**src/verilog/calc_consts.svh**
```systemverilog
`ifndef CALC_CONSTS_SVH
`define CALC_CONSTS_SVH

// datapath width of entry, accumulator and result
`define CALC_WIDTH 16

// cycles a row must stay low before a press counts
`define DEBOUNCE_CYCLES 10

`endif

```
**src/verilog/calc_pkg.sv**
```systemverilog
package calc_pkg;

    // operator codes carried from keypad to alu
    typedef enum logic [2:0] {
        op_none = 3'd0,     // no pending op, alu passes b
        op_neg  = 3'd1,     // sign key, never reaches alu
        op_add  = 3'd2,
        op_sub  = 3'd3,
        op_mul  = 3'd4
    } op_t;

    // class of a decoded key
    typedef enum logic [1:0] {
        key_digit = 2'd0,   // 0..9 on key_digit
        key_op    = 2'd1,   // operator on key_op
        key_equal = 2'd2    // equals
    } key_kind_t;

endpackage

```
**src/verilog/calc_alu.sv**
```systemverilog
`include "calc_consts.svh"

module calc_alu (
    input  logic signed [`CALC_WIDTH-1:0] a,    // accumulator
    input  logic signed [`CALC_WIDTH-1:0] b,    // entry
    input  calc_pkg::op_t                 op,
    output logic signed [`CALC_WIDTH-1:0] y,
    output logic                          ovf   // exact result out of range
);
    import calc_pkg::*;

    localparam int W = `CALC_WIDTH;

    logic signed [W:0]     sum_w;   // one guard bit
    logic signed [W:0]     diff_w;
    logic signed [2*W-1:0] prod_w;  // full product
    logic [W:0]            prod_hi; // bits that must all match the sign

    assign sum_w   = a + b;
    assign diff_w  = a - b;
    assign prod_w  = a * b;
    assign prod_hi = prod_w[2*W-1:W-1];

    always_comb begin
        case (op)
            op_add: begin
                y   = sum_w[W-1:0];
                ovf = sum_w[W] ^ sum_w[W-1];
            end
            op_sub: begin
                y   = diff_w[W-1:0];
                ovf = diff_w[W] ^ diff_w[W-1];
            end
            op_mul: begin
                y   = prod_w[W-1:0];            // truncated
                ovf = (prod_hi != '0) && (prod_hi != '1);
            end
            default: begin
                y   = b;                        // first operand loads acc
                ovf = 1'b0;
            end
        endcase
    end

endmodule

```
**src/verilog/keypad_scan.sv**
```systemverilog
`include "calc_consts.svh"

module keypad_scan (
    input  logic                clk,
    input  logic                nRST,
    input  logic [3:0]          row_in,     // rows, pulled up, low when pressed
    output logic [3:0]          col_out,    // one column driven low at a time
    output logic                read_input, // key waiting for controller
    input  logic                key_read,   // one-cycle ack from controller
    output calc_pkg::key_kind_t key_kind,
    output logic [3:0]          key_digit,
    output calc_pkg::op_t       key_op
);
    import calc_pkg::*;

    localparam int CNT_W = $clog2(`DEBOUNCE_CYCLES + 1);
    localparam logic [CNT_W-1:0] DEB_MAX = CNT_W'(`DEBOUNCE_CYCLES);
    localparam logic [3:0] NO_KEY = 4'hE;   // blank position in the matrix

    typedef enum logic [2:0] {
        st_idle, st_scan, st_debounce, st_confirm, st_release
    } state_t;

    state_t state, next_state;

    logic [1:0]       col_idx;      // column currently driven
    logic [CNT_W-1:0] deb_cnt;      // cycles row has stayed low
    logic             row_low;      // any row pulled low
    logic [3:0]       key_idx;      // row*4 + column
    logic             dec_valid;    // key_idx maps to a real key
    key_kind_t        dec_kind;
    logic [3:0]       dec_digit;
    op_t              dec_op;

    // first low row wins, NO_KEY if the row let go
    function automatic logic [3:0] encode_key(input logic [3:0] row, input logic [1:0] col);
        logic [3:0] idx;
        idx = NO_KEY;
        for (int r = 3; r >= 0; r--) begin
            if (!row[r])
                idx = {2'(r), col};
        end
        return idx;
    endfunction

    assign row_low = ~&row_in;
    assign key_idx = encode_key(row_in, col_idx);

    always_comb begin
        col_out = 4'b1111;
        col_out[col_idx] = 1'b0;    // active low column
    end

    always_comb begin
        dec_valid = 1'b1;
        dec_kind  = calc_pkg::key_digit;
        dec_digit = 4'd0;
        dec_op    = op_none;
        case (key_idx)
            4'h0: dec_digit = 4'd1;
            4'h1: dec_digit = 4'd2;
            4'h2: dec_digit = 4'd3;
            4'h4: dec_digit = 4'd4;
            4'h5: dec_digit = 4'd5;
            4'h6: dec_digit = 4'd6;
            4'h8: dec_digit = 4'd7;
            4'h9: dec_digit = 4'd8;
            4'hA: dec_digit = 4'd9;
            4'hD: dec_digit = 4'd0;
            4'h3: begin dec_kind = calc_pkg::key_op; dec_op = op_add; end
            4'h7: begin dec_kind = calc_pkg::key_op; dec_op = op_sub; end
            4'hB: begin dec_kind = calc_pkg::key_op; dec_op = op_mul; end
            4'hF: begin dec_kind = calc_pkg::key_op; dec_op = op_neg; end // sign
            4'hC: dec_kind = key_equal;
            default: dec_valid = 1'b0;  // 14 is not wired to anything
        endcase
    end

    always_comb begin
        next_state = state;
        case (state)
            st_idle:     next_state = st_scan;
            st_scan:     next_state = row_low ? st_debounce : st_scan;
            st_debounce: begin
                if (!row_low)
                    next_state = st_scan;       // bounce, start over
                else if (deb_cnt == DEB_MAX)
                    next_state = st_confirm;
            end
            st_confirm: begin
                if (!read_input && !dec_valid)
                    next_state = st_release;    // blank key, skip handshake
                else if (read_input && key_read)
                    next_state = st_release;
            end
            st_release:  next_state = row_low ? st_release : st_scan;
            default:     next_state = st_idle;
        endcase
    end

    always_ff @(posedge clk or negedge nRST) begin
        if (!nRST) begin
            state      <= st_idle;
            col_idx    <= 2'd0;
            deb_cnt    <= '0;
            read_input <= 1'b0;
        end else begin
            state <= next_state;
            if (state == st_scan && !row_low)
                col_idx <= col_idx + 2'd1;      // wraps 3 -> 0
            if (state == st_debounce && row_low) begin
                if (deb_cnt != DEB_MAX)
                    deb_cnt <= deb_cnt + 1'b1;
            end else begin
                deb_cnt <= '0;
            end
            if (state == st_confirm) begin
                if (!read_input && dec_valid)
                    read_input <= 1'b1;         // high from next cycle
                else if (read_input && key_read)
                    read_input <= 1'b0;
            end
        end
    end

    // key data, held steady while read_input is up
    always_ff @(posedge clk) begin
        if (state == st_confirm && !read_input && dec_valid) begin
            key_kind  <= dec_kind;
            key_digit <= dec_digit;
            key_op    <= dec_op;
        end
    end

endmodule

```
**src/verilog/calc_control.sv**
```systemverilog
`include "calc_consts.svh"

module calc_control (
    input  logic                          clk,
    input  logic                          nRST,
    input  logic                          read_input,   // key pending in scanner
    input  calc_pkg::key_kind_t           key_kind,
    input  logic [3:0]                    key_digit,
    input  calc_pkg::op_t                 key_op,
    output logic                          key_read,     // one-cycle ack
    output logic signed [`CALC_WIDTH-1:0] alu_a,
    output logic signed [`CALC_WIDTH-1:0] alu_b,
    output calc_pkg::op_t                 alu_op,
    input  logic signed [`CALC_WIDTH-1:0] alu_y,
    input  logic                          alu_ovf,
    output logic signed [`CALC_WIDTH-1:0] entry_value,
    output logic signed [`CALC_WIDTH-1:0] result,
    output logic                          result_valid,
    output logic                          overflow
);
    import calc_pkg::*;

    localparam int W = `CALC_WIDTH;
    localparam logic signed [W-1:0] TEN = 10;

    logic signed [W-1:0] entry;         // number being typed
    logic signed [W-1:0] acc;           // left operand
    logic signed [W-1:0] entry_digit;   // entry with new digit appended
    op_t                 pend_op;       // operator waiting for right operand
    logic                sticky_ovf;    // overflow seen since last equals
    logic                acked;         // read_input already answered

    // ack only the first cycle of a read_input episode
    assign key_read = read_input && !acked;

    assign alu_a       = acc;
    assign alu_b       = entry;
    assign alu_op      = pend_op;
    assign entry_value = entry;

    assign entry_digit = entry * TEN + W'(key_digit);   // wraps on overflow

    always_ff @(posedge clk or negedge nRST) begin
        if (!nRST) begin
            entry        <= '0;
            acc          <= '0;
            pend_op      <= op_none;
            sticky_ovf   <= 1'b0;
            acked        <= 1'b0;
            result       <= '0;
            result_valid <= 1'b0;
            overflow     <= 1'b0;
        end else begin
            acked        <= read_input;
            result_valid <= 1'b0;                   // pulse only
            if (key_read) begin
                case (key_kind)
                    calc_pkg::key_digit: entry <= entry_digit;
                    calc_pkg::key_op: begin
                        if (key_op == op_neg) begin
                            entry <= -entry;        // sign toggle
                        end else begin
                            acc        <= alu_y;    // fold pending op
                            pend_op    <= key_op;
                            entry      <= '0;
                            sticky_ovf <= sticky_ovf | alu_ovf;
                        end
                    end
                    key_equal: begin
                        result       <= alu_y;
                        acc          <= alu_y;      // chain from result
                        overflow     <= sticky_ovf | alu_ovf;
                        sticky_ovf   <= 1'b0;
                        entry        <= '0;
                        pend_op      <= op_none;
                        result_valid <= 1'b1;
                    end
                    default: ;
                endcase
            end
        end
    end

endmodule

```
**src/verilog/calculator_top.sv**
```systemverilog
`include "calc_consts.svh"

module calculator_top (
    input  logic                          clk,
    input  logic                          nRST,
    input  logic [3:0]                    row_in,       // keypad rows
    output logic [3:0]                    col_out,      // keypad columns
    output logic signed [`CALC_WIDTH-1:0] entry_value,
    output logic signed [`CALC_WIDTH-1:0] result,
    output logic                          result_valid,
    output logic                          overflow
);
    import calc_pkg::*;

    logic                          read_input;  // scanner -> controller
    logic                          key_read;    // controller -> scanner
    key_kind_t                     key_kind;
    logic [3:0]                    key_digit;
    op_t                           key_op;
    logic signed [`CALC_WIDTH-1:0] alu_a, alu_b, alu_y;
    op_t                           alu_op;
    logic                          alu_ovf;

    keypad_scan i_scan (
        .clk(clk), .nRST(nRST),
        .row_in(row_in), .col_out(col_out),
        .read_input(read_input), .key_read(key_read),
        .key_kind(key_kind), .key_digit(key_digit), .key_op(key_op)
    );

    calc_control i_ctrl (
        .clk(clk), .nRST(nRST),
        .read_input(read_input), .key_kind(key_kind),
        .key_digit(key_digit), .key_op(key_op), .key_read(key_read),
        .alu_a(alu_a), .alu_b(alu_b), .alu_op(alu_op),
        .alu_y(alu_y), .alu_ovf(alu_ovf),
        .entry_value(entry_value), .result(result),
        .result_valid(result_valid), .overflow(overflow)
    );

    calc_alu i_alu (
        .a(alu_a), .b(alu_b), .op(alu_op), .y(alu_y), .ovf(alu_ovf)
    );

endmodule

```
**config.mk**
```make
export PLATFORM = sky130hd
export DESIGN_NAME = calculator_top
export DESIGN_NICKNAME = d
export VERILOG_FILES = /design/src/verilog/calc_pkg.sv /design/src/verilog/calc_alu.sv /design/src/verilog/keypad_scan.sv /design/src/verilog/calc_control.sv /design/src/verilog/calculator_top.sv
export VERILOG_INCLUDE_DIRS = /design/src /design/src/verilog
export SDC_FILE = /design/constraint.sdc
export NUM_CORES = 1
export LEC_CHECK = 0
export BUFFER_PORTS_ARGS = -buffer_cell sky130_fd_sc_hd__buf_2
export CAP_MARGIN = 20
export CORE_ASPECT_RATIO = 0.6
export CORE_MARGIN = 2
export CORE_UTILIZATION = 66
export DETAILED_ROUTE_END_ITERATION = 16
export MAX_ROUTING_LAYER = met4
export PLACE_DENSITY = 0.9
export SLEW_MARGIN = 15
export SYNTH_ARGS = -nofsm -noshare
export SYNTH_HDL_FRONTEND = slang
export SYNTH_SLANG_ARGS = --single-unit
```
**constraint.sdc**
```tcl
create_clock -name clk -period 9.3 [get_ports clk]
set_input_delay 0.93 -clock clk [delete_from_list [all_inputs] [get_ports clk]]
set_output_delay 0.93 -clock clk [all_outputs]
set_load 0.005 [all_outputs]
```
Word level (Yosys, flattened, before mapping):

Index checks and enable logic that the tools add are counted.

* register bits after elaboration: 74
* bits of input ports: 6
* output and inout bits: 38

* add/subtract/negate cells: 6
* order comparisons: 2
* bitwise logic cells: 4
* multipliers: 2
* reductions and logical operators: 29
* equal/unequal tests: 31
* multiplexer cells: 33

Operator list (number)
* $pmux 16 s3: 2
* $pmux 4 s9: 1
* $eq 4x4->1 const B: 8
* $mul 16x16->32: 1
* $mux 16: 2
* $pmux 16 s2: 1
* $mux 4: 5
* $mux 3: 6
* $add 16x16->17: 1
* $ne 17x17->1 const B: 1
* $reduce_bool 17->1: 1
* $sub 16x16->17: 1
* $add 16x4->16: 1
* $eq 4x3->1 const B: 4
* $mul 16x3->15 const B: 1
* $neg 16->16: 1
* $pmux 3 s5: 1
* $reduce_or 15->1: 1
* $eq 3x2->1 const B: 4
* $pmux 3 s4: 1
* $logic_and 1x1->1: 10
* $eq 4x2->1 const B: 2
* $reduce_and 2->1: 4
* $mux 1: 7
* other kinds (30): 40

Longest topological paths before layout:

* depth after elaboration: 11
* gate-level depth with buffers: 27
* mapped depth without buffers: 26

Hierarchy:

A second synthesis with hierarchy kept.

* cell total of the unflattened synthesis: 1804
* area total of the unflattened synthesis: 16248.1 um^2

By module, submodules not included
* calc_alu: area an instance 11715.0 um^2, cells each 1358, instances 1
* calc_control: area an instance 3532.1 um^2, cells each 354, instances 1
* keypad_scan: area an instance 1001.0 um^2, cells each 92, instances 1

Least setup slack after synthesis:

OpenSTA, ideal clock, no wires.

* path type: register to register
* start: reg i_ctrl.entry[1] (netlist: i_ctrl.alu_b[1])
* end: reg i_ctrl.sticky_ovf
* cell stages (with the launch flop): 25
* data arrival time: 6989 ps
* path slack: 2163 ps
* period minus slack after synthesis: 7137 ps
* data required time: 9152 ps
* setup time: 148 ps
* cells stage by stage: dfrtp_1 -> clkbuf_1 -> nand2_1 -> inv_1 -> fa_1 -> fa_1 -> inv_1 -> fa_1 -> fa_1 -> fa_1 -> fa_1 -> inv_1 -> ha_1 -> clkbuf_1 -> a21o_1 -> a31oi_1 -> o31ai_1 -> a2111oi_0 -> a21oi_1 -> xnor2_1 -> nor2_1 -> nand4_1 -> or4b_1 -> a31oi_1 -> a211oi_1

* cells in the longest elaborated chain, start to end: 7
* elaborated cells on any way between the ends: 12
* classes of those cells: add/sub (2); mul (1); eq/ne (1); mux (3); bitwise (3); reduce/logical (2)

RTL lines
* start, declared: line calc_control.sv:26 `logic signed [W-1:0] entry;`
* start signal, assigned: line calc_control.sv:58 `calc_pkg::key_digit: entry <= entry_digit;`
* start signal, assigned: line calc_control.sv:61 `entry <= -entry;`
* $mul 16x16->32: line calc_alu.sv:21 `assign prod_w = a * b;`
* $ne 17x17->1 / $reduce_bool 17->1 (equally long branches): line calc_alu.sv:36 `ovf = (prod_hi != '0) && (prod_hi != '1);`
* $logic_and 1x1->1: line calc_alu.sv:36
* $pmux 1 s3 *: line calc_alu.sv:25 `case (op)`
* $or 1x1->1 *: line calc_control.sv:66 `sticky_ovf <= sticky_ovf | alu_ovf;`
* $mux 1 *: line calc_control.sv:60 `if (key_op == op_neg) begin`
* $pmux 1 s2 *: line calc_control.sv:57 `case (key_kind)`
* end signal, assigned: line calc_control.sv:66
* end, declared: line calc_control.sv:30 `logic sticky_ovf;`

Mark *: on every way between the ends. The rest lies on a longest branch, timed or not. The select of a mux whose other input is x is not followed.
A chain may end at the register's enable or synchronous reset.

Worst setup path after layout:

* start: reg i_ctrl.entry[3] (netlist: i_ctrl.alu_b[3])
* end: reg i_ctrl.sticky_ovf

Same word-level chain as after synthesis.

==> run summary <==
The aggregate global routing overflow is 0. In the synthesized netlist, the cells that appear most often are inv_1 (295), fa_1 (266), nand2_1 (241). The critical path in this run is classified as reg -> reg. The data required time at the worst endpoint came out at 9.48 ns.

The final max-slew violation count is 0. The floorplan die height is 123 microns. In this run, post-CTS hold repair placed 0 buffers.

Along the worst path, the maximum fanout reaches 22. The total of buffers placed on input and output ports is 43. The worst setup path is captured at a register. The placed instance area is 16,200 sq um. 44 I/O pins were placed. The final count of negative-setup-slack endpoints is 0. Before antenna repair, the detailed router went through 6 iterations. The initial antenna violation count is 0.

The final weighted congestion in routability-driven placement is 1.09. The clock input transition at the sequential cells of the worst setup and hold paths is 0.07 ns. The number of H-tree levels came out at 3. For this run, the number of Yosys warnings is 0. The maximum buffer depth of the clock tree is 2. The horizontal extent of the die is 203 microns.

Timing analysis after detailed placement gives a worst setup slack of 1.08 ns. The actual slew at the worst max-slew pin came out at 0.993 ns. The pin count of the biggest net entering global routing came out at 66. The effective utilization at floorplan is 67.5%. The post-synthesis to final-layout area growth is 5.60%. For the final database, setup skew stands at 0.0125 ns. The post-route netlist has 5.53% of its cells at a drive strength greater than 1. The number of design-rule violations left by the first detailed-router iteration is 1,663. The via count of the first global-routing pass is 13,700.

The number of nets in the synthesized netlist is 2,204. The post-detailed-routing wire length is 44.0 mm. The fraction of post-synthesis cell area in the top cell type by area is 33.9%. The post-route minimum period came out at 8.38 ns. The most frequent cell on the critical path is fa_1. Synthesis produced a netlist whose cell count is 1,781.

The count of final hold-check violations is 0. STA classifies the critical path startpoint as a register. In the post-synthesis netlist, the cell with the most instances is inv_1. The async set-or-reset flop fraction in the synthesized netlist came out at 87.8%. The total inserted antenna cells came out at 0. The latest clock arrival within the worst-skew pair came out at 0.34 ns. On the critical path, the stage with the largest delay is an instance of dfrtp_1. The data arrival time of the critical path is 8.56 ns. The floorplan has 43 rows. The path class of the tightest hold or removal check is reg -> reg. The critical path buffer and inverter count came out at 3. Derived from the worst setup path, the maximum achievable clock frequency is 0.119 GHz. The final setup TNS is 0 ns. By area the synthesized netlist is led by fa_1 (34%), ha_1 (12%), dfrtp_1 (10%).

The placeable core area came out at 23,200 sq um. The routed length per placed instance came out at 20.9 microns. The final routed DRC violation total came out at 0. The register bit count reported by yosys came out at 74.

The global-route wire length before repair came out at 72.1 mm. In this run the clock root is driven by a clkbuf_16. The number of enable-type register cells in the synthesized netlist is 9. Walking the worst path, the cells encountered are inv_1, nor2_1, fa_1, fa_1, inv_1, fa_1, fa_1, fa_1, fa_1, inv_1, ha_1, a21o_1, a21o_1, nor2_1, or4b_1, a31oi_1, o21ai_2, xnor2_2, nand3_1, or4b_1, a31oi_1, a211oi_1. Summed over all nets, the half-perimeter wirelength after detailed placement is 35.4 mm. The normalized max-slew margin is 33.4%.

Global routing used 38.8% of the available tracks. The final worst-path setup slack came out at 0.920 ns. The final design instance area without fill came out at 16,600 sq um. The biggest cell delay along the critical path came out at 0.96 ns. In the synthesized netlist the dominant register cell turns out to be dfrtp_1. The die area is 25,100 sq um.

The per-instance average area after synthesis came out at 8.81 sq um. The number of setup buffers added after CTS is 0. Setup repair after global routing left no endpoint under its margin.

The count of cells resized by post-cts repair is 0. The final worst hold slack is 0.478 ns. The via density per instance came out at 6.28. The clock tree from TritonCTS is done.

The final critical-path share of the clock period is 90.1%. The number of clock sinks seen by CTS is 74. The clock buffer count from CTS came out at 9.

The count of nets left with antenna violations once routing finished came out at 0. The cell area after technology mapping is 15,700 sq um. Grouping stages by cell kind, the critical path spends the most delay in adder cells. The number of different library cells in the post-synthesis netlist is 77. The number of nets in the layout came out at 2,207. The largest area contributor in the netlist is fa_1. Of the synthesized area, sequential elements account for 12.1%.

The run finished with clean final reports. The tool flagged a number of max-cap violations equal to 0. The routed layout has 13,200 vias.
-- worst reg2reg max path, stage by stage (launching register included) --
cell and delay [ns]:
dfrtp_1 0.96, inv_1 0.31, nor2_1 0.24, fa_1 0.53, fa_1 0.91, inv_1 0.18, fa_1 0.52, fa_1 0.42
fa_1 0.51, fa_1 0.55, inv_1 0.04, ha_1 0.37, a21o_1 0.23, a21o_1 0.22, nor2_1 0.08, or4b_1 0.49
a31oi_1 0.35, o21ai_2 0.11, xnor2_2 0.17, nand3_1 0.11, or4b_1 0.48, a31oi_1 0.34, a211oi_1 0.11
-- placed cells by master, fill, tap and decap left out, drive strengths merged, types with 12 or more instances in the layout --
cell type,Yosys,routed
a31oi,16,16
inv,298,299
xor2,29,29
dfrtp,65,65
nor2,90,90
xnor2,50,50
nand2b,27,27
nand2,241,241
a21oi,71,71
a21o,17,17
o21a,12,12
nor3,28,28
fa,266,266
nand3,17,17
buf,6,61
ha,151,151
a211oi,14,14
o21ai,94,94
and2,73,73
a221oi,12,12
-- area by class of cell --
type | instances | area (sq um)
clock buffer | 10 | 229
clock inverter | 6 | 138
fill | 1720 | 6670
inverter | 298 | 1120
multi-input combinational | 1340 | 12400
sequential | 74 | 1900
tap | 315 | 394
timing repair buffer | 61 | 378
-- cells by family (layout without fill, tap and decap cells) --
group | Yosys count | in the layout | synth area share [%]
AOI/OAI and AO/OA | 302 | 302 | 12.3
buffers and inverters | 367 | 375 | 8.79
adders and majority gates | 417 | 417 | 46.0
and+or+nand+nor | 538 | 538 | 16.1
DFF | 74 | 74 | 12.1
muxes | 4 | 4 | 0.271
xor gates and xnor gates | 79 | 79 | 4.50
-- flip-flops by register name, summed over array words and instances (netlist names), 2 cells and up --
name / flops
i_scan.key_kind: 2
i_scan.state: 3
i_scan.deb_cnt: 4
i_ctrl.alu_op: 3
i_scan.key_op: 3
i_ctrl.result: 16
i_ctrl.alu_b: 16
i_scan.col_idx: 2
i_scan.key_digit: 4
i_ctrl.alu_a: 16
-- through the flow --
stage	std cells	util (%)
2_1_floorplan	1781	-
3_3_place_gp	2086	69.5
3_5_place_dp	2086	69.5
4_1_cts	2102	71.1
5_1_grt	2104	71.3
6_report	2104	71.3
-- layer usage --
layer | GRT usage (%) | wire length, microns
met5 | - | 0
met4 | 10.2 | 1150
met3 | 13.4 | 7040
met2 | 54.0 | 17700
met1 | 54.2 | 18200
-- final timing paths --
path                                   start                 to  slack (ns)  depth (start not counted)
max                          i_ctrl.alu_b[3]  i_ctrl.sticky_ovf        0.92                         22
min                        i_scan.read_input       i_ctrl.acked        0.48                          0
max reg2reg                  i_ctrl.alu_b[3]  i_ctrl.sticky_ovf        0.92                         22
min reg2reg                i_scan.read_input       i_ctrl.acked        0.48                          0
max in group asynchronous               nRST    i_ctrl.alu_a[2]        7.91                          2
min in group asynchronous               nRST    i_ctrl.alu_b[1]        0.79                          2
Power is not shown: default switching activity piles up to over one toggle a cycle in this logic, so the estimate is an artifact.
